**src/hdl/csr_pkg.sv**
```systemverilog
package csr_pkg;

    typedef logic [31:0] csr_word_t;

    // csr numbers that remain in this core
    typedef enum logic [13:0] {
        CSR_CRMD   = 14'h000,
        CSR_PRMD   = 14'h001,
        CSR_ECTL   = 14'h004,
        CSR_ESTAT  = 14'h005,
        CSR_ERA    = 14'h006,
        CSR_EENTRY = 14'h00c,
        CSR_SAVE0  = 14'h030,
        CSR_SAVE1  = 14'h031,
        CSR_SAVE2  = 14'h032,
        CSR_SAVE3  = 14'h033,
        CSR_TID    = 14'h040,
        CSR_TCFG   = 14'h041,
        CSR_TVAL   = 14'h042,
        CSR_CNTC   = 14'h043,
        CSR_TICLR  = 14'h044,
        CSR_LLBCTL = 14'h060
    } csr_addr_e;

    // decoded write target
    typedef enum logic [4:0] {
        SEL_NONE,
        SEL_CRMD,
        SEL_PRMD,
        SEL_ECTL,
        SEL_ESTAT,
        SEL_ERA,
        SEL_EENTRY,
        SEL_SAVE0,
        SEL_SAVE1,
        SEL_SAVE2,
        SEL_SAVE3,
        SEL_TID,
        SEL_TCFG,
        SEL_TVAL,
        SEL_CNTC,
        SEL_TICLR,
        SEL_LLBCTL
    } csr_sel_e;

    typedef struct packed {
        logic      we;
        csr_addr_e addr;
        csr_word_t data;
    } csr_write_t;

    typedef struct packed {
        csr_sel_e  sel;
        csr_word_t data;
    } csr_wr_t;

    // msb first, so plv lands in bits 1:0
    typedef struct packed {
        logic [1:0] datm;
        logic [1:0] datf;
        logic       pg;
        logic       da;
        logic       ie;
        logic [1:0] plv;
    } crmd_t;

    typedef struct packed {
        logic       pie;
        logic [1:0] pplv;
    } prmd_t;

    typedef struct packed {
        logic [8:0]  esubcode;
        logic [5:0]  ecode;
        logic [12:0] is;
    } estat_t;

    typedef struct packed {
        logic [5:0] ecode;
        logic [8:0] esubcode;
        csr_word_t  era;
    } excp_t;

    localparam csr_word_t CRMD_RESET = 32'h0000_0008;

    localparam int TCFG_EN_BIT       = 0;
    localparam int TCFG_PERIODIC_BIT = 1;
    localparam int TCFG_INITVAL_LSB  = 2;
    localparam int TICLR_CLR_BIT     = 0;
    localparam int LLBCTL_WCLLB_BIT  = 1;
    localparam int LLBCTL_KLO_BIT    = 2;
    localparam int EENTRY_ALIGN_BITS = 6;
    localparam int TIMER_IS_BIT      = 11;
    localparam int HW_INT_WIDTH      = 8;

endpackage

```
**src/hdl/csr_file.sv**
```systemverilog
`timescale 1ns/1ns

module csr_file (
    input  logic                              clk,
    input  logic                              rst,
    input  csr_pkg::csr_write_t               wport1_i,
    input  csr_pkg::csr_write_t               wport2_i,
    input  logic                              excp_flush_i,
    input  csr_pkg::excp_t                    excp_i,
    input  logic                              ertn_flush_i,
    input  logic [csr_pkg::HW_INT_WIDTH-1:0]  hw_int_i,
    input  logic                              llbit_i,
    input  logic                              llbit_set_i,
    input  csr_pkg::csr_addr_e                raddr_i,
    output csr_pkg::csr_word_t                rdata_o,
    output logic                              has_int_o,
    output logic [1:0]                        plv_o,
    output csr_pkg::csr_word_t                eentry_o,
    output csr_pkg::csr_word_t                era_o,
    output csr_pkg::csr_word_t                tid_o,
    output logic [63:0]                       timer_64_o,
    output logic                              llbit_o
);

    csr_pkg::csr_wr_t   wr;
    csr_pkg::csr_word_t crmd;
    csr_pkg::csr_word_t prmd;
    csr_pkg::csr_word_t ectl;
    csr_pkg::csr_word_t estat;
    csr_pkg::csr_word_t tcfg;
    csr_pkg::csr_word_t tval;
    csr_pkg::csr_word_t cntc;
    csr_pkg::csr_word_t save0;
    csr_pkg::csr_word_t save1;
    csr_pkg::csr_word_t save2;
    csr_pkg::csr_word_t save3;
    csr_pkg::csr_word_t llbctl;
    logic               timer_int;

    csr_write_decode u_decode (
        .wport1_i (wport1_i),
        .wport2_i (wport2_i),
        .wr_o     (wr)
    );

    csr_trap_regs u_trap (
        .clk          (clk),
        .rst          (rst),
        .wr_i         (wr),
        .excp_flush_i (excp_flush_i),
        .ertn_flush_i (ertn_flush_i),
        .excp_i       (excp_i),
        .hw_int_i     (hw_int_i),
        .timer_int_i  (timer_int),
        .plv_o        (plv_o),
        .crmd_o       (crmd),
        .prmd_o       (prmd),
        .ectl_o       (ectl),
        .estat_o      (estat),
        .era_o        (era_o),
        .eentry_o     (eentry_o)
    );

    csr_timer u_timer (
        .clk         (clk),
        .rst         (rst),
        .wr_i        (wr),
        .tid_o       (tid_o),
        .tcfg_o      (tcfg),
        .tval_o      (tval),
        .cntc_o      (cntc),
        .timer_int_o (timer_int),
        .timer_64_o  (timer_64_o)
    );

    csr_scratch_regs u_scratch (
        .clk          (clk),
        .rst          (rst),
        .wr_i         (wr),
        .ertn_flush_i (ertn_flush_i),
        .llbit_i      (llbit_i),
        .llbit_set_i  (llbit_set_i),
        .save0_o      (save0),
        .save1_o      (save1),
        .save2_o      (save2),
        .save3_o      (save3),
        .llbctl_o     (llbctl),
        .llbit_o      (llbit_o)
    );

    csr_read_mux u_rmux (
        .raddr_i   (raddr_i),
        .crmd_i    (crmd),
        .prmd_i    (prmd),
        .ectl_i    (ectl),
        .estat_i   (estat),
        .era_i     (era_o),
        .eentry_i  (eentry_o),
        .save0_i   (save0),
        .save1_i   (save1),
        .save2_i   (save2),
        .save3_i   (save3),
        .llbctl_i  (llbctl),
        .tid_i     (tid_o),
        .tcfg_i    (tcfg),
        .tval_i    (tval),
        .cntc_i    (cntc),
        .rdata_o   (rdata_o),
        .has_int_o (has_int_o)
    );

endmodule

```
**src/hdl/csr_read_mux.sv**
```systemverilog
`timescale 1ns/1ns

module csr_read_mux (
    input  csr_pkg::csr_addr_e raddr_i,
    input  csr_pkg::csr_word_t crmd_i,
    input  csr_pkg::csr_word_t prmd_i,
    input  csr_pkg::csr_word_t ectl_i,
    input  csr_pkg::csr_word_t estat_i,
    input  csr_pkg::csr_word_t era_i,
    input  csr_pkg::csr_word_t eentry_i,
    input  csr_pkg::csr_word_t save0_i,
    input  csr_pkg::csr_word_t save1_i,
    input  csr_pkg::csr_word_t save2_i,
    input  csr_pkg::csr_word_t save3_i,
    input  csr_pkg::csr_word_t llbctl_i,
    input  csr_pkg::csr_word_t tid_i,
    input  csr_pkg::csr_word_t tcfg_i,
    input  csr_pkg::csr_word_t tval_i,
    input  csr_pkg::csr_word_t cntc_i,
    output csr_pkg::csr_word_t rdata_o,
    output logic               has_int_o
);

    csr_pkg::crmd_t crmd;

    assign crmd = csr_pkg::crmd_t'(crmd_i[8:0]);

    // ticlr always reads as zero
    always_comb begin
        case (raddr_i)
            csr_pkg::CSR_CRMD:   rdata_o = crmd_i;
            csr_pkg::CSR_PRMD:   rdata_o = prmd_i;
            csr_pkg::CSR_ECTL:   rdata_o = ectl_i;
            csr_pkg::CSR_ESTAT:  rdata_o = estat_i;
            csr_pkg::CSR_ERA:    rdata_o = era_i;
            csr_pkg::CSR_EENTRY: rdata_o = eentry_i;
            csr_pkg::CSR_SAVE0:  rdata_o = save0_i;
            csr_pkg::CSR_SAVE1:  rdata_o = save1_i;
            csr_pkg::CSR_SAVE2:  rdata_o = save2_i;
            csr_pkg::CSR_SAVE3:  rdata_o = save3_i;
            csr_pkg::CSR_LLBCTL: rdata_o = llbctl_i;
            csr_pkg::CSR_TID:    rdata_o = tid_i;
            csr_pkg::CSR_TCFG:   rdata_o = tcfg_i;
            csr_pkg::CSR_TVAL:   rdata_o = tval_i;
            csr_pkg::CSR_CNTC:   rdata_o = cntc_i;
            default:             rdata_o = '0;
        endcase
    end

    // enabled and pending, gated by global ie
    assign has_int_o = (|(ectl_i[12:0] & estat_i[12:0])) & crmd.ie;

endmodule

```
**src/hdl/csr_scratch_regs.sv**
```systemverilog
`timescale 1ns/1ns

module csr_scratch_regs (
    input  logic               clk,
    input  logic               rst,
    input  csr_pkg::csr_wr_t   wr_i,
    input  logic               ertn_flush_i,
    input  logic               llbit_i,
    input  logic               llbit_set_i,
    output csr_pkg::csr_word_t save0_o,
    output csr_pkg::csr_word_t save1_o,
    output csr_pkg::csr_word_t save2_o,
    output csr_pkg::csr_word_t save3_o,
    output csr_pkg::csr_word_t llbctl_o,
    output logic               llbit_o
);

    csr_pkg::csr_word_t save_q [4];
    logic               klo_q;
    logic               llbit_q;

    always_ff @(posedge clk) begin
        case (wr_i.sel)
            csr_pkg::SEL_SAVE0: save_q[0] <= wr_i.data;
            csr_pkg::SEL_SAVE1: save_q[1] <= wr_i.data;
            csr_pkg::SEL_SAVE2: save_q[2] <= wr_i.data;
            csr_pkg::SEL_SAVE3: save_q[3] <= wr_i.data;
            default: ;
        endcase
    end

    // klo keeps llbit alive across a single ertn
    always_ff @(posedge clk) begin
        if (rst) begin
            klo_q   <= 1'b0;
            llbit_q <= 1'b0;
        end else if (ertn_flush_i) begin
            if (klo_q) begin
                klo_q <= 1'b0;
            end else begin
                llbit_q <= 1'b0;
            end
        end else if (wr_i.sel == csr_pkg::SEL_LLBCTL) begin
            klo_q <= wr_i.data[csr_pkg::LLBCTL_KLO_BIT];
            if (wr_i.data[csr_pkg::LLBCTL_WCLLB_BIT]) begin
                llbit_q <= 1'b0;
            end
        end else if (llbit_set_i) begin
            llbit_q <= llbit_i;
        end
    end

    assign save0_o  = save_q[0];
    assign save1_o  = save_q[1];
    assign save2_o  = save_q[2];
    assign save3_o  = save_q[3];
    assign llbctl_o = {29'b0, klo_q, 1'b0, llbit_q};
    assign llbit_o  = llbit_q;

endmodule

```
**src/hdl/csr_timer.sv**
```systemverilog
`timescale 1ns/1ns

module csr_timer (
    input  logic               clk,
    input  logic               rst,
    input  csr_pkg::csr_wr_t   wr_i,
    output csr_pkg::csr_word_t tid_o,
    output csr_pkg::csr_word_t tcfg_o,
    output csr_pkg::csr_word_t tval_o,
    output csr_pkg::csr_word_t cntc_o,
    output logic               timer_int_o,
    output logic [63:0]        timer_64_o
);

    csr_pkg::csr_word_t tid_q;
    csr_pkg::csr_word_t tcfg_q;
    csr_pkg::csr_word_t tval_q;
    csr_pkg::csr_word_t cntc_q;
    logic               run_q;
    logic               int_q;
    logic [63:0]        cnt_q;
    logic               expire;
    logic               tcfg_we;
    logic               clr_we;

    assign tcfg_we = (wr_i.sel == csr_pkg::SEL_TCFG);
    assign clr_we  = (wr_i.sel == csr_pkg::SEL_TICLR) && wr_i.data[csr_pkg::TICLR_CLR_BIT];
    assign expire  = run_q && (tval_q == '0);

    always_ff @(posedge clk) begin
        if (rst) begin
            tid_q  <= '0;
            tcfg_q <= '0;
            tval_q <= '0;
            cntc_q <= '0;
            run_q  <= 1'b0;
            int_q  <= 1'b0;
            cnt_q  <= '0;
        end else begin
            cnt_q <= cnt_q + 64'd1;
            if (wr_i.sel == csr_pkg::SEL_TID) begin
                tid_q <= wr_i.data;
            end
            if (wr_i.sel == csr_pkg::SEL_CNTC) begin
                cntc_q <= wr_i.data;
            end
            // countdown, initval is scaled by 4
            if (tcfg_we) begin
                tcfg_q <= wr_i.data;
                tval_q <= {wr_i.data[31:csr_pkg::TCFG_INITVAL_LSB],
                           {csr_pkg::TCFG_INITVAL_LSB{1'b0}}};
                run_q  <= wr_i.data[csr_pkg::TCFG_EN_BIT];
            end else if (expire) begin
                if (tcfg_q[csr_pkg::TCFG_PERIODIC_BIT]) begin
                    tval_q <= {tcfg_q[31:csr_pkg::TCFG_INITVAL_LSB],
                               {csr_pkg::TCFG_INITVAL_LSB{1'b0}}};
                end else begin
                    run_q <= 1'b0;
                end
            end else if (run_q) begin
                tval_q <= tval_q - 32'd1;
            end
            // clear wins over a new expiry
            if (clr_we) begin
                int_q <= 1'b0;
            end else if (expire && !tcfg_we) begin
                int_q <= 1'b1;
            end
        end
    end

    assign tid_o       = tid_q;
    assign tcfg_o      = tcfg_q;
    assign tval_o      = tval_q;
    assign cntc_o      = cntc_q;
    assign timer_int_o = int_q;
    assign timer_64_o  = cnt_q + {{32{cntc_q[31]}}, cntc_q};

endmodule

```
**src/hdl/csr_trap_regs.sv**
```systemverilog
`timescale 1ns/1ns

module csr_trap_regs (
    input  logic                              clk,
    input  logic                              rst,
    input  csr_pkg::csr_wr_t                  wr_i,
    input  logic                              excp_flush_i,
    input  logic                              ertn_flush_i,
    input  csr_pkg::excp_t                    excp_i,
    input  logic [csr_pkg::HW_INT_WIDTH-1:0]  hw_int_i,
    input  logic                              timer_int_i,
    output logic [1:0]                        plv_o,
    output csr_pkg::csr_word_t                crmd_o,
    output csr_pkg::csr_word_t                prmd_o,
    output csr_pkg::csr_word_t                ectl_o,
    output csr_pkg::csr_word_t                estat_o,
    output csr_pkg::csr_word_t                era_o,
    output csr_pkg::csr_word_t                eentry_o
);

    csr_pkg::crmd_t                           crmd_q;
    csr_pkg::prmd_t                           prmd_q;
    logic [12:0]                              lie_q;
    logic [1:0]                               sw_is_q;
    logic [csr_pkg::HW_INT_WIDTH-1:0]         hw_is_q;
    logic [5:0]                               ecode_q;
    logic [8:0]                               esubcode_q;
    csr_pkg::csr_word_t                       era_q;
    logic [31:csr_pkg::EENTRY_ALIGN_BITS]     eentry_q;
    csr_pkg::estat_t                          estat;

    // crmd and prmd, flushes override software writes
    always_ff @(posedge clk) begin
        if (rst) begin
            crmd_q <= csr_pkg::crmd_t'(csr_pkg::CRMD_RESET[8:0]);
            prmd_q <= '0;
        end else if (excp_flush_i) begin
            prmd_q.pplv <= crmd_q.plv;
            prmd_q.pie  <= crmd_q.ie;
            crmd_q.plv  <= 2'b00;
            crmd_q.ie   <= 1'b0;
        end else if (ertn_flush_i) begin
            crmd_q.plv <= prmd_q.pplv;
            crmd_q.ie  <= prmd_q.pie;
        end else begin
            if (wr_i.sel == csr_pkg::SEL_CRMD) begin
                crmd_q <= csr_pkg::crmd_t'(wr_i.data[8:0]);
            end
            if (wr_i.sel == csr_pkg::SEL_PRMD) begin
                prmd_q <= csr_pkg::prmd_t'(wr_i.data[2:0]);
            end
        end
    end

    // ectl and the writable part of estat
    always_ff @(posedge clk) begin
        if (rst) begin
            lie_q      <= '0;
            sw_is_q    <= '0;
            ecode_q    <= '0;
            esubcode_q <= '0;
        end else begin
            if (wr_i.sel == csr_pkg::SEL_ECTL) begin
                lie_q <= wr_i.data[12:0];
            end
            if (excp_flush_i) begin
                ecode_q    <= excp_i.ecode;
                esubcode_q <= excp_i.esubcode;
            end else if (wr_i.sel == csr_pkg::SEL_ESTAT) begin
                sw_is_q <= wr_i.data[1:0];
            end
        end
    end

    // hw interrupt lines sampled each cycle
    always_ff @(posedge clk) begin
        hw_is_q <= hw_int_i;
    end

    always_ff @(posedge clk) begin
        if (excp_flush_i) begin
            era_q <= excp_i.era;
        end else if (wr_i.sel == csr_pkg::SEL_ERA) begin
            era_q <= wr_i.data;
        end
    end

    always_ff @(posedge clk) begin
        if (wr_i.sel == csr_pkg::SEL_EENTRY) begin
            eentry_q <= wr_i.data[31:csr_pkg::EENTRY_ALIGN_BITS];
        end
    end

    always_comb begin
        estat.is                            = '0;
        estat.is[1:0]                       = sw_is_q;
        estat.is[2 +: csr_pkg::HW_INT_WIDTH] = hw_is_q;
        estat.is[csr_pkg::TIMER_IS_BIT]     = timer_int_i;
        estat.ecode                         = ecode_q;
        estat.esubcode                      = esubcode_q;
    end

    // privilege level seen by the pipeline this cycle
    always_comb begin
        if (excp_flush_i) begin
            plv_o = 2'b00;
        end else if (ertn_flush_i) begin
            plv_o = prmd_q.pplv;
        end else begin
            plv_o = crmd_q.plv;
        end
    end

    assign crmd_o   = {23'b0, crmd_q};
    assign prmd_o   = {29'b0, prmd_q};
    assign ectl_o   = {19'b0, lie_q};
    assign estat_o  = {1'b0, estat.esubcode, estat.ecode, 3'b000, estat.is};
    assign era_o    = era_q;
    assign eentry_o = {eentry_q, {csr_pkg::EENTRY_ALIGN_BITS{1'b0}}};

endmodule

```
**src/hdl/csr_write_decode.sv**
```systemverilog
`timescale 1ns/1ns

module csr_write_decode (
    input  csr_pkg::csr_write_t wport1_i,
    input  csr_pkg::csr_write_t wport2_i,
    output csr_pkg::csr_wr_t    wr_o
);

    csr_pkg::csr_write_t act;

    // port 1 wins a same-cycle conflict
    always_comb begin
        if (wport1_i.we) begin
            act = wport1_i;
        end else begin
            act = wport2_i;
        end
    end

    always_comb begin
        wr_o.data = act.data;
        wr_o.sel  = csr_pkg::SEL_NONE;
        if (act.we) begin
            case (act.addr)
                csr_pkg::CSR_CRMD:   wr_o.sel = csr_pkg::SEL_CRMD;
                csr_pkg::CSR_PRMD:   wr_o.sel = csr_pkg::SEL_PRMD;
                csr_pkg::CSR_ECTL:   wr_o.sel = csr_pkg::SEL_ECTL;
                csr_pkg::CSR_ESTAT:  wr_o.sel = csr_pkg::SEL_ESTAT;
                csr_pkg::CSR_ERA:    wr_o.sel = csr_pkg::SEL_ERA;
                csr_pkg::CSR_EENTRY: wr_o.sel = csr_pkg::SEL_EENTRY;
                csr_pkg::CSR_SAVE0:  wr_o.sel = csr_pkg::SEL_SAVE0;
                csr_pkg::CSR_SAVE1:  wr_o.sel = csr_pkg::SEL_SAVE1;
                csr_pkg::CSR_SAVE2:  wr_o.sel = csr_pkg::SEL_SAVE2;
                csr_pkg::CSR_SAVE3:  wr_o.sel = csr_pkg::SEL_SAVE3;
                csr_pkg::CSR_TID:    wr_o.sel = csr_pkg::SEL_TID;
                csr_pkg::CSR_TCFG:   wr_o.sel = csr_pkg::SEL_TCFG;
                csr_pkg::CSR_TVAL:   wr_o.sel = csr_pkg::SEL_TVAL;
                csr_pkg::CSR_CNTC:   wr_o.sel = csr_pkg::SEL_CNTC;
                csr_pkg::CSR_TICLR:  wr_o.sel = csr_pkg::SEL_TICLR;
                csr_pkg::CSR_LLBCTL: wr_o.sel = csr_pkg::SEL_LLBCTL;
                default:             wr_o.sel = csr_pkg::SEL_NONE;
            endcase
        end
    end

endmodule

```
**config.mk**
```make
export PLATFORM = sky130hd
export DESIGN_NAME = csr_file
export DESIGN_NICKNAME = d
export VERILOG_FILES = /design/src/hdl/csr_pkg.sv /design/src/hdl/csr_file.sv /design/src/hdl/csr_read_mux.sv /design/src/hdl/csr_scratch_regs.sv /design/src/hdl/csr_timer.sv /design/src/hdl/csr_trap_regs.sv /design/src/hdl/csr_write_decode.sv
export SDC_FILE = /design/constraint.sdc
export NUM_CORES = 1
export LEC_CHECK = 0
export ABC_AREA = 1
export ABC_CLOCK_PERIOD_IN_PS = 14800
export BUFFER_PORTS_ARGS = -buffer_cell sky130_fd_sc_hd__buf_2
export CAP_MARGIN = 25
export CORE_MARGIN = 5
export CORE_UTILIZATION = 25
export DETAILED_ROUTE_END_ITERATION = 8
export SETUP_SLACK_MARGIN = 0.5
export SLEW_MARGIN = 20
export SYNTH_ARGS = -nofsm -noshare
export SYNTH_HDL_FRONTEND = slang
export SYNTH_HIERARCHICAL = 1
export SYNTH_SLANG_ARGS = --single-unit
```
**constraint.sdc**
```tcl
create_clock -name clk -period 14.8 [get_ports clk]
set_input_delay 0.74 -clock clk [delete_from_list [all_inputs] [get_ports clk]]
set_output_delay 0.74 -clock clk [all_outputs]
set_load 0.1 [all_outputs]
```
# Yosys cells after proc, flatten, opt, wreduce, memory -nomap -nowiden
# Memory sizes are Yosys's and may differ from the RTL's.
# Index checks and enable logic that the tools add are counted.
[word_totals]
reg_bits = 304
ram_bits = 128
inputBits = 169
output_inout_bits = 196
elab_cells = 154
memories = 1
[mem_list]
columns = ["name", "depth", "width", "rd", "rd_clocked_by_memory_dff", "wr", "line_no", "source"]
rows = [
  ["u_scratch.save_q", 4, 32, 4, 0, 1, "csr_scratch_regs.sv:18", "csr_pkg::csr_word_t save_q [4];"],
]
[op_classes]
n_addsub = 3
eq_ne = 50
muxes = 42
n_bitwise = 4
reduce_logical = 29
[ops]
columns = ["op", "n"]
rows = [
  ["$pmux 32 s15", 1],
  ["$mux 32", 9],
  ["$eq 14x7->1 const B", 11],
  ["$eq 14x6->1 const B", 8],
  ["$reduce_or 32->1", 3],
  ["$eq 14x3->1 const B", 6],
  ["$pmux 5 s16", 1],
  ["$add 64x1->64 const B", 1],
  ["$add 64x64->64", 1],
  ["$mux 47", 1],
  ["$eq 5x4->1 const B", 7],
  ["$logic_not 32->1", 1],
  ["$sub 32x1->32 const B", 1],
  ["$eq 14x1->1 const B", 2],
  ["$eq 14x4->1 const B", 2],
  ["$logic_not 14->1", 2],
  ["$eq 5x3->1 const B", 4],
  ["$mux 1", 19],
  ["$mux 3", 5],
  ["$and 13x12->13", 1],
  ["$reduce_or 13->1", 1],
  ["$eq 5x2->1 const B", 2],
  ["$mux 2", 5],
  ["$reduce_and 2->1", 5],
  ["15 further kinds", 29],
]

# Longest topological paths before layout
# Gate-level depths: netlist (run 1).
[depth]
ltp_word = 11
depth_mapped = 25
mapped_depth_nobuf = 23

# Modules after synthesis
# Netlist (run 1), hierarchy kept.
[by_module_without_submodules]
columns = ["module", "instances", "cells_per_inst", "area_each_um2", "seq_area_each_um2"]
rows = [
  ["csr_timer", 1, 2574, 14819.2, 3883.7],
  ["csr_read_mux", 1, 1258, 5501.5, 0.0],
  ["csr_trap_regs", 1, 481, 4584.4, 2742.6],
  ["csr_scratch_regs", 1, 195, 4277.9, 3883.7],
  ["csr_write_decode", 1, 273, 1192.4, 0.0],
]

# Worst setup path before layout (run 1)
# Ideal clock, no wire load.
[synth_path]
path_kind = "input to register"
from = "in wport1_i[46] (netlist name)"
to = "mem u_scratch/save_q[0][0] (netlist name) (enable)"
setup_time_ns = 0.502
t_arrival_ns = 5.420
required_ns = 14.298
slack_ns = 8.878
path_stages = 12
n_path_buf = 1
path_cell_list = "inv_2 > buf_2 > nand2_1 > nand2_1 > nand2_2 > nor2_2 > nand3_1 > nand2_1 > inv_1 > a41oi_1 > nand2_1 > nor4_1"
[synth_lines]
columns = ["item", "line_no", "source"]
rows = [
  ["start, declared", "csr_file.sv:6", "input csr_pkg::csr_write_t wport1_i,"],
  ["end, declared", "csr_scratch_regs.sv:18", ""],
]

# Final worst setup path (run 1)
[layout_path]
from = "in raddr_i[9]"
to = "out rdata_o[2]"
[layout_via]
elab_chain_len = 2
elab_cells_between_ends = 16
cone_classes = "14 x eq/ne; 1 x mux; 1 x reduce/logical"
[layout_lines]
columns = ["item", "line_no", "source"]
rows = [
  ["start, declared", "csr_file.sv:14", "input csr_pkg::csr_addr_e raddr_i,"],
  ["$eq 14x7->1, or another cell as far along", "csr_read_mux.sv:30", "case (raddr_i)"],
  ["$pmux 32 s15 (*)", "csr_read_mux.sv:30", ""],
  ["end, declared", "csr_file.sv:15", "output csr_pkg::csr_word_t rdata_o,"],
]
# Every way passes the cells marked *; elsewhere a longest branch is shown, timed or not.

==> results of run 1 <==
-- where the power goes --
part / total [mW] / switching, mW / leakage [nW] / internal, mW
Sequential: 1.27 / 0.0125 / 3.64 / 1.26
Clock: 1.32 / 0.535 / 0.825 / 0.787
Combinational: 0.233 / 0.188 / 12.6 / 0.0446
-- kinds of logic (layout without fill, tap and decap cells) --
group / after synthesis / after routing / share of synthesized area, %
AOI/OAI and AO/OA: 388 / 388 / 6.570
xor gates and xnor gates: 66 / 66 / 1.903
adders and majority gates: 67 / 67 / 2.785
buffers and inverters: 921 / 1123 / 13.49
DFF: 432 / 432 / 34.60
other: 2 / 119 / 0.02472
and+or+nand+nor: 2905 / 2905 / 40.63
-- registers in the layout, summed over array words and instances, names as in the netlist, 13 cells and up --
name / cells
u_trap/eentry_q: 26
u_timer/tval_o: 32
u_trap/era_o: 32
u_timer/tid_o: 32
u_timer/cnt_q: 64
u_timer/tcfg_o: 32
u_scratch/save_q: 128
u_timer/cntc_o: 32
u_trap/lie_q: 13
-- layout by cell type, fill, tap and decap left out, drive strengths merged, types with 16 or more instances in the layout --
cell and n:
nor2 640, conb 113, xor2 47, inv 633, nand3 639, ha 66
a21oi 164, nand4 51, nor4 16, nor3 48, dfxtp 246, xnor2 19
buf 403, nand2 1483, o21ai 200, edfxtp 186, clkbuf 64
-- critical path, cell delays in order --
cell	delay, ns
buf_2	0.09
or2_1	0.25
nor2_4	0.10
buf_4	0.56
buf_12	0.70
buf_4	0.82
nand3_1	0.16
nand2_1	0.12
inv_1	0.04
nand2_1	0.05
nor2_1	0.03
nand2_1	0.22
buf_2	0.50
-- metal layers --
| layer | GRT usage [%] | wire, µm | up-vias |
|---|---|---|---|
| met2 | 29.91 | 55030 | 1270 |
| li1 | - | - | 15510 |
| met1 | 25.38 | 54650 | 14490 |
| met4 | 5.739 | 4312 | 2 |
| met3 | 4.901 | 12870 | 185 |
| met5 | 0 | 13 | - |
-- area by class of cell --
| type | count | area, µm² | area share (%) |
|---|---|---|---|
| Timing Repair Buffer | 403 | 2177 | 6.202 |
| Clock buffer | 64 | 1323 | 3.767 |
| Multi-Input combinational cell | 3539 | 16320 | 46.50 |
| Inverter | 631 | 2371 | 6.754 |
| Antenna cell | 6 | 15.01 | 0.04277 |
| Sequential cell | 432 | 10510 | 29.94 |
| Clock inverter | 25 | 369.1 | 1.051 |
| Tap cell | 1612 | 2017 | 5.745 |
-- per-stage QoR --
stage / utilization [%] / hold WS, ns
detailed placement: 27.73 / 0.4727
floorplan: - / 0.4399
global placement: 27.73 / 0.4684
global route: 29.17 / 0.2138
finish: 29.18 / 0.2374
CTS: 29.13 / 0.2078
-- worst min-delay path by stage --
stage | startpoint | cells past startpoint | slack, ns | to
after CTS | hw_int_i[1] | 1 | 0.21 | u_trap/hw_is_q[1]$_DFF_P_
after global routing | hw_int_i[1] | 1 | 0.21 | u_trap/hw_is_q[1]$_DFF_P_
final | hw_int_i[1] | 1 | 0.24 | u_trap/hw_is_q[1]$_DFF_P_
after floorplan | u_timer/cnt_q[0]$_SDFF_PP0_ | 1 | 0.44 | u_timer/cnt_q[0]$_SDFF_PP0_
after detailed placement | u_trap/crmd_o[3]$_SDFFE_PP1P_ | 2 | 0.47 | u_trap/crmd_o[3]$_SDFFE_PP1P_
after global placement | u_trap/crmd_o[3]$_SDFFE_PP1P_ | 2 | 0.47 | u_trap/crmd_o[3]$_SDFFE_PP1P_
==> summary.md, run 1 <==
| Metric | Value |
|---|---|
| Run status | `completed` |
| Power density over the cells | `80.60 nW/µm²` |
| Antenna violations before repair | `7` |
| CTS Buf Count | `49` |
| Clock sink count | `432` |
| Area post-placement | `33350 µm²` |
| CTS tree | `built` |
| Commonest cells in the synthesized netlist | `1457 x nand2_1, 635 x nand3_1, 620 x inv_1` |
| Congestion Overflow GR | `0` |
| Maximum fanout along the worst path | `241` |
| Launching element type of the critical path | `input pin` |
| CTS Root Cell | `clkbuf_16` |
| Final Skew | `0.04293 ns` |
| Post-Place Cells | `6615` |
| Internal reg-to-reg setup slack | `12.19 ns` |
| RSZ-0062 raised after global routing | `false` |
| Fin worst setup slack | `9.494 ns` |
| Worst reg2reg path startpoint | `u_timer/tval_o[0]$_SDFFE_PP0P_` |
| Total Die Area | `128600 µm²` |
| Quantity of gates resized following cts | `0` |
| Unique masters post-synth | `54` |
| Maximum vdd ir drop | `0.08075 mV` |
| Required time worst endpoint | `14.06 ns` |
| Number of hold violations in the final report | `0` |
| Register area share after synthesis | `34.60%` |
| Hold-fix buffers, CTS | `0` |
| Number of primary I/O pins | `365` |
| Design Power | `2.829 mW` |
| Portion of synthesized cell area occupied by the leading cell type | `18.39%` |
| Wire length of the first global-routing pass | `184.5 mm` |
| CP arrival | `4.57 ns` |
| Final std cells w/o fill | `6712` |
| FMAX | `0.1885 GHz` |
| Row count | `127` |
| FF-to-FF path depth | `12` |
| Total vias in the final route | `31460` |
| FF+latch count, synth | `432` |
| Leading register cell type out of synthesis | `dfxtp_1` |
| Maximum clock insertion buffer count | `3` |
| Pins Over Slew Limit | `0` |
| Starting density of the core | `25.25%` |
| Worst-skew pair later-pin latency | `0.62 ns` |
| Share of flip-flops with an asynchronous set or reset | `0%` |
| Transition time of the tightest slew-check pin | `1.099 ns` |
| Filler Cells Inserted | `13300` |
| Die width | `358.6 µm` |
| DP Wirelength | `96.84 mm` |
| Minimum clock period after layout | `5.306 ns` |
| Number of buffers inserted by post-CTS setup repair | `0` |
| Setup slack at placement | `8.801 ns` |
| Global-route usage over all layers | `18.91%` |
| CP endpoint kind | `output port` |
| Launch point of the worst path | `raddr_i[9]` |
| Setup TNS | `0 ns` |
| Overall die height | `358.6 µm` |
| Most instantiated library cell after synthesis | `nand2_1` |
| Maximum number of pins on one net before global-route repair | `242` |
| Final Net Count | `5292` |
| Netlist area before placement | `30380 µm²` |
| Worst setup path endpoint | `rdata_o[2]` |
| Crit path kind | `input pin to output port` |
| Antenna Violating Nets Remaining | `0` |
| Final cell area excluding filler cells | `35100 µm²` |
| Routability congestion estimate from global placement | `0.9793` |
| Final routed wirelength across all metal layers | `126.9 mm` |
| Max-capacitance violation count | `0` |
| Final Cycle Share | `35.85%` |
| Standard cell core area | `120300 µm²` |
| Share of final-layout standard cells stronger than drive strength 1 | `11.35%` |
| Post-detailed-route DRC marker count | `0` |
| Per-cell via count in the routed design | `4.687` |
| Per-cell routed wire length | `18.90 µm` |
| Relative area change from synthesis to final layout | `15.57%` |
| Number of flops mapped to enable cells by yosys | `186` |
| Average instance area after synthesis | `6.353 µm²` |
| Warnings, synthesis | `6` |
| Top cells by area in the synthesized netlist | `edfxtp_1 18%, nand2_1 18%, dfxtp_1 16%` |
| Class of the tightest hold or removal check | `input pin to register` |
| Initial DRC Count | `3170` |
| Port Buffers | `358` |
| Leakage power total | `17.06 nW` |
| Worst-case headroom to the max-slew limit | `26.74%` |
| Number of cells produced by synthesis | `4781` |
| R2R Path End | `u_timer/tval_o[15]$_SDFFE_PP0P_` |
| Area leader, netlist | `edfxtp_1` |
| Clock slew seen by the registers of the worst setup and hold paths | `0.07 ns` |
| Vias in the first global route | `28850` |
| First-pass iteration count of the detailed router | `6` |
| H-tree Lvls | `2` |
| Setup Viol. Count Final | `0` |
Power figures use the tool's default switching activity.
==> run 2, diff against run 1 <==
ABC_CLOCK_PERIOD_IN_PS = 5000   (was 14800)
clock period = 5 ns   (was 14.8 ns; I/O delays follow)
==> summary.md, run 2 (synthesized netlist as in run 1, its figures left out) <==
| Metric | Value |
|---|---|
| R2R Path End | `u_timer/tval_o[5]$_SDFFE_PP0P_` |
| Maximum vdd ir drop | `0.2504 mV (+210%)` |
| Top register by number of flip-flops | `u_scratch/save_q` |
| Power density over the cells | `231.8 nW/µm² (+190%)` |
| Antenna violations before repair | `9 (+2)` |
| Antenna Violating Nets Remaining | `0 (unchanged)` |
| Run status | `completed` |
| Final Skew | `0.02357 ns (-0.01937 ns)` |
| Starting density of the core | `25.25% (unchanged)` |
| Setup slack at placement | `1.135 ns (-7.665 ns)` |
| H-tree Lvls | `2 (unchanged)` |
| Congestion Overflow GR | `0 (unchanged)` |
| Largest registers | `u_scratch/save_q x128, u_timer/cnt_q x64` |
| Die width | `358.6 µm (unchanged)` |
| Launching element type of the critical path | `register` |
| Final Net Count | `5361 (+1.3%)` |
| Pins Over Slew Limit | `0 (unchanged)` |
| Class of the tightest hold or removal check | `input pin to register` |
| Relative area change from synthesis to final layout | `17.77%` |
| CTS Root Cell | `clkbuf_16` |
| Wire length of the first global-routing pass | `187.2 mm (+1.5%)` |
| Chain of cells forming the critical path | `ha_1, nand2_1, inv_1, nand2_1, nor2_1, inv_1, nor2_1, nand2_1, nand2_1, xor2_1, buf_2` |
| First-pass iteration count of the detailed router | `6 (unchanged)` |
| Hold path cells | `3 (+2)` |
| Number of hold violations in the final report | `0 (unchanged)` |
| DP Wirelength | `99.78 mm (+3.0%)` |
| Overall die height | `358.6 µm (unchanged)` |
| Port Buffers | `358 (unchanged)` |
| Global-route usage over all layers | `19.18% (+0.27 points)` |
| Share of the core filled with cells | `29.74% (+0.56 points)` |
| Most frequent cells in the layout | `1457 x nand2_1, 635 x nand3_1, 618 x inv_1` |
| Worst-case headroom to the max-slew limit | `26.73% (about the same)` |
| RSZ-0062 raised after global routing | `false` |
| Fin worst setup slack | `1.061 ns (-8.432 ns)` |
| FMAX | `0.2539 GHz` |
| Total Die Area | `128600 µm² (unchanged)` |
| Launch point of the worst path | `u_timer/cntc_o[25]$_SDFFE_PP0N_` |
| Crit path kind | `register to output port` |
| Maximum fanout along the worst path | `4 (-98%)` |
| Initial DRC Count | `3437 (+8.4%)` |
| Standard cell core area | `120300 µm² (unchanged)` |
| Row count | `127 (unchanged)` |
| Worst-skew pair later-pin latency | `0.61 ns (about the same)` |
| Post-detailed-route DRC marker count | `0 (unchanged)` |
| Required time worst endpoint | `4.75 ns (-9.31 ns)` |
| CP arrival | `3.69 ns (-0.88 ns)` |
| Max-capacitance violation count | `0 (unchanged)` |
| Leakage power total | `17.35 nW (+1.7%)` |
| Final Cycle Share | `78.77%` |
| Routability congestion estimate from global placement | `0.9610 (-1.9%)` |
| Filler Cells Inserted | `13330 (+0.20%)` |
| Final routed wirelength across all metal layers | `129.4 mm (+2.0%)` |
| Setup TNS | `0 ns (unchanged)` |
| Most prevalent standard cell on the critical path | `nand2_1` |
| Per-cell routed wire length | `19.08 µm (+0.95%)` |
| Clock slew seen by the registers of the worst setup and hold paths | `0.06 ns (about the same)` |
| Transition time of the tightest slew-check pin | `1.098 ns (-0.001008 ns)` |
| CP endpoint kind | `output port` |
| Most common cell after layout, fill and taps aside | `nand2_1` |
| Worst reg2reg path startpoint | `u_timer/tval_o[8]$_SDFFE_PP0P_` |
| Per-cell via count in the routed design | `4.723 (+0.78%)` |
| Clock sink count | `432 (unchanged)` |
| Maximum clock insertion buffer count | `3 (unchanged)` |
| Number of primary I/O pins | `365 (unchanged)` |
| Vias in the first global route | `29350 (+1.7%)` |
| CTS Buf Count | `50 (+2.0%)` |
| Slowest stage delay, CP | `0.53 ns (-0.29 ns)` |
| Highest-delay cell along the critical path | `ha_1` |
| CTS tree | `built` |
| Share of final-layout standard cells stronger than drive strength 1 | `11.56% (+0.21 points)` |
| Total vias in the final route | `32030 (+1.8%)` |
| Worst setup path endpoint | `timer_64_o[29]` |
| Internal reg-to-reg setup slack | `2.33 ns (-9.86 ns)` |
| Minimum clock period after layout | `3.939 ns` |
| Largest register FFs | `128 (unchanged)` |
| Setup Viol. Count Final | `0 (unchanged)` |
| FF-to-FF path depth | `10 (-2)` |
| Maximum number of pins on one net before global-route repair | `82 (-66%)` |
run 2: worst min-delay path by stage:
| stage | from | endpoint | slack (ns) |
|---|---|---|---|
| 2_1_floorplan | hw_int_i[0] | u_trap/hw_is_q[0]$_DFF_P_ | 0.28 |
| 3_3_place_gp | hw_int_i[6] | u_trap/hw_is_q[6]$_DFF_P_ | 0.36 |
| 3_5_place_dp | hw_int_i[0] | u_trap/hw_is_q[0]$_DFF_P_ | 0.36 |
| 4_1_cts | ertn_flush_i | u_scratch/klo_q$_SDFFE_PP0N_ | 0.009 |
| 5_1_grt | ertn_flush_i | u_scratch/klo_q$_SDFFE_PP0N_ | 0.05 |
| 6_report | ertn_flush_i | u_scratch/klo_q$_SDFFE_PP0N_ | 0.04 |
run 2: report_power, final:
part	switching [mW]	internal, mW	total (mW)
combinational	0.559	0.154	0.713
clock	1.60	2.21	3.81
sequential	0.0361	3.73	3.77
total	2.19	6.10	8.29
run 2: critical path: cells and delay by family, from the launching register on:
family,cells,cell delay [ns]
XOR/XNOR,1,0.27
adder cells (fa/ha/maj),1,0.53
buffers and inverters,3,0.87
flip-flops,1,0.41
AND/OR/NAND/NOR,6,1.01
run 2: final cells by class:
type / count / area, µm² / area share [%]
clock inverters: 28 / 309.0 / 0.8639
inverters: 631 / 2371 / 6.628
flip-flops and latches: 432 / 10510 / 29.38
clock buffers: 64 / 1344 / 3.756
multi-input cells: 3539 / 16360 / 45.72
repair buffers: 471 / 2858 / 7.988
diodes: 4 / 10.01 / 0.02798
well taps: 1612 / 2017 / 5.638
run 2: layer usage:
metal / share of wire [%] / vias up / global-route usage, %
met4: 3.2 / 4 / 5.580
met3: 9.6 / 191 / 4.393
met2: 44 / 1325 / 30.58
li1: - / 15650 / -
met1: 43 / 14860 / 25.98
met5: 0.020 / - / 0
run 2: timing repair:
| item | CTS | global route |
|---|---|---|
| hold buffers | 56 | 0 |
| resized for setup | 0 | 0 |
| hold endpoints to repair | 56 | 0 |
| buffers inserted | 0 | 0 |
run 2: metrics by stage:
stage	std cells	power [mW]	hold WS (ns)	instance area [µm²]
6_report	6781	8.293	0.03824	35770
5_1_grt	6779	8.541	0.04680	35770
4_1_cts	6777	8.339	0.008855	35760
3_5_place_dp	6629	4.519	0.3575	33550
3_3_place_gp	6629	4.514	0.3563	33550
2_1_floorplan	4892	4.329	0.2777	30820
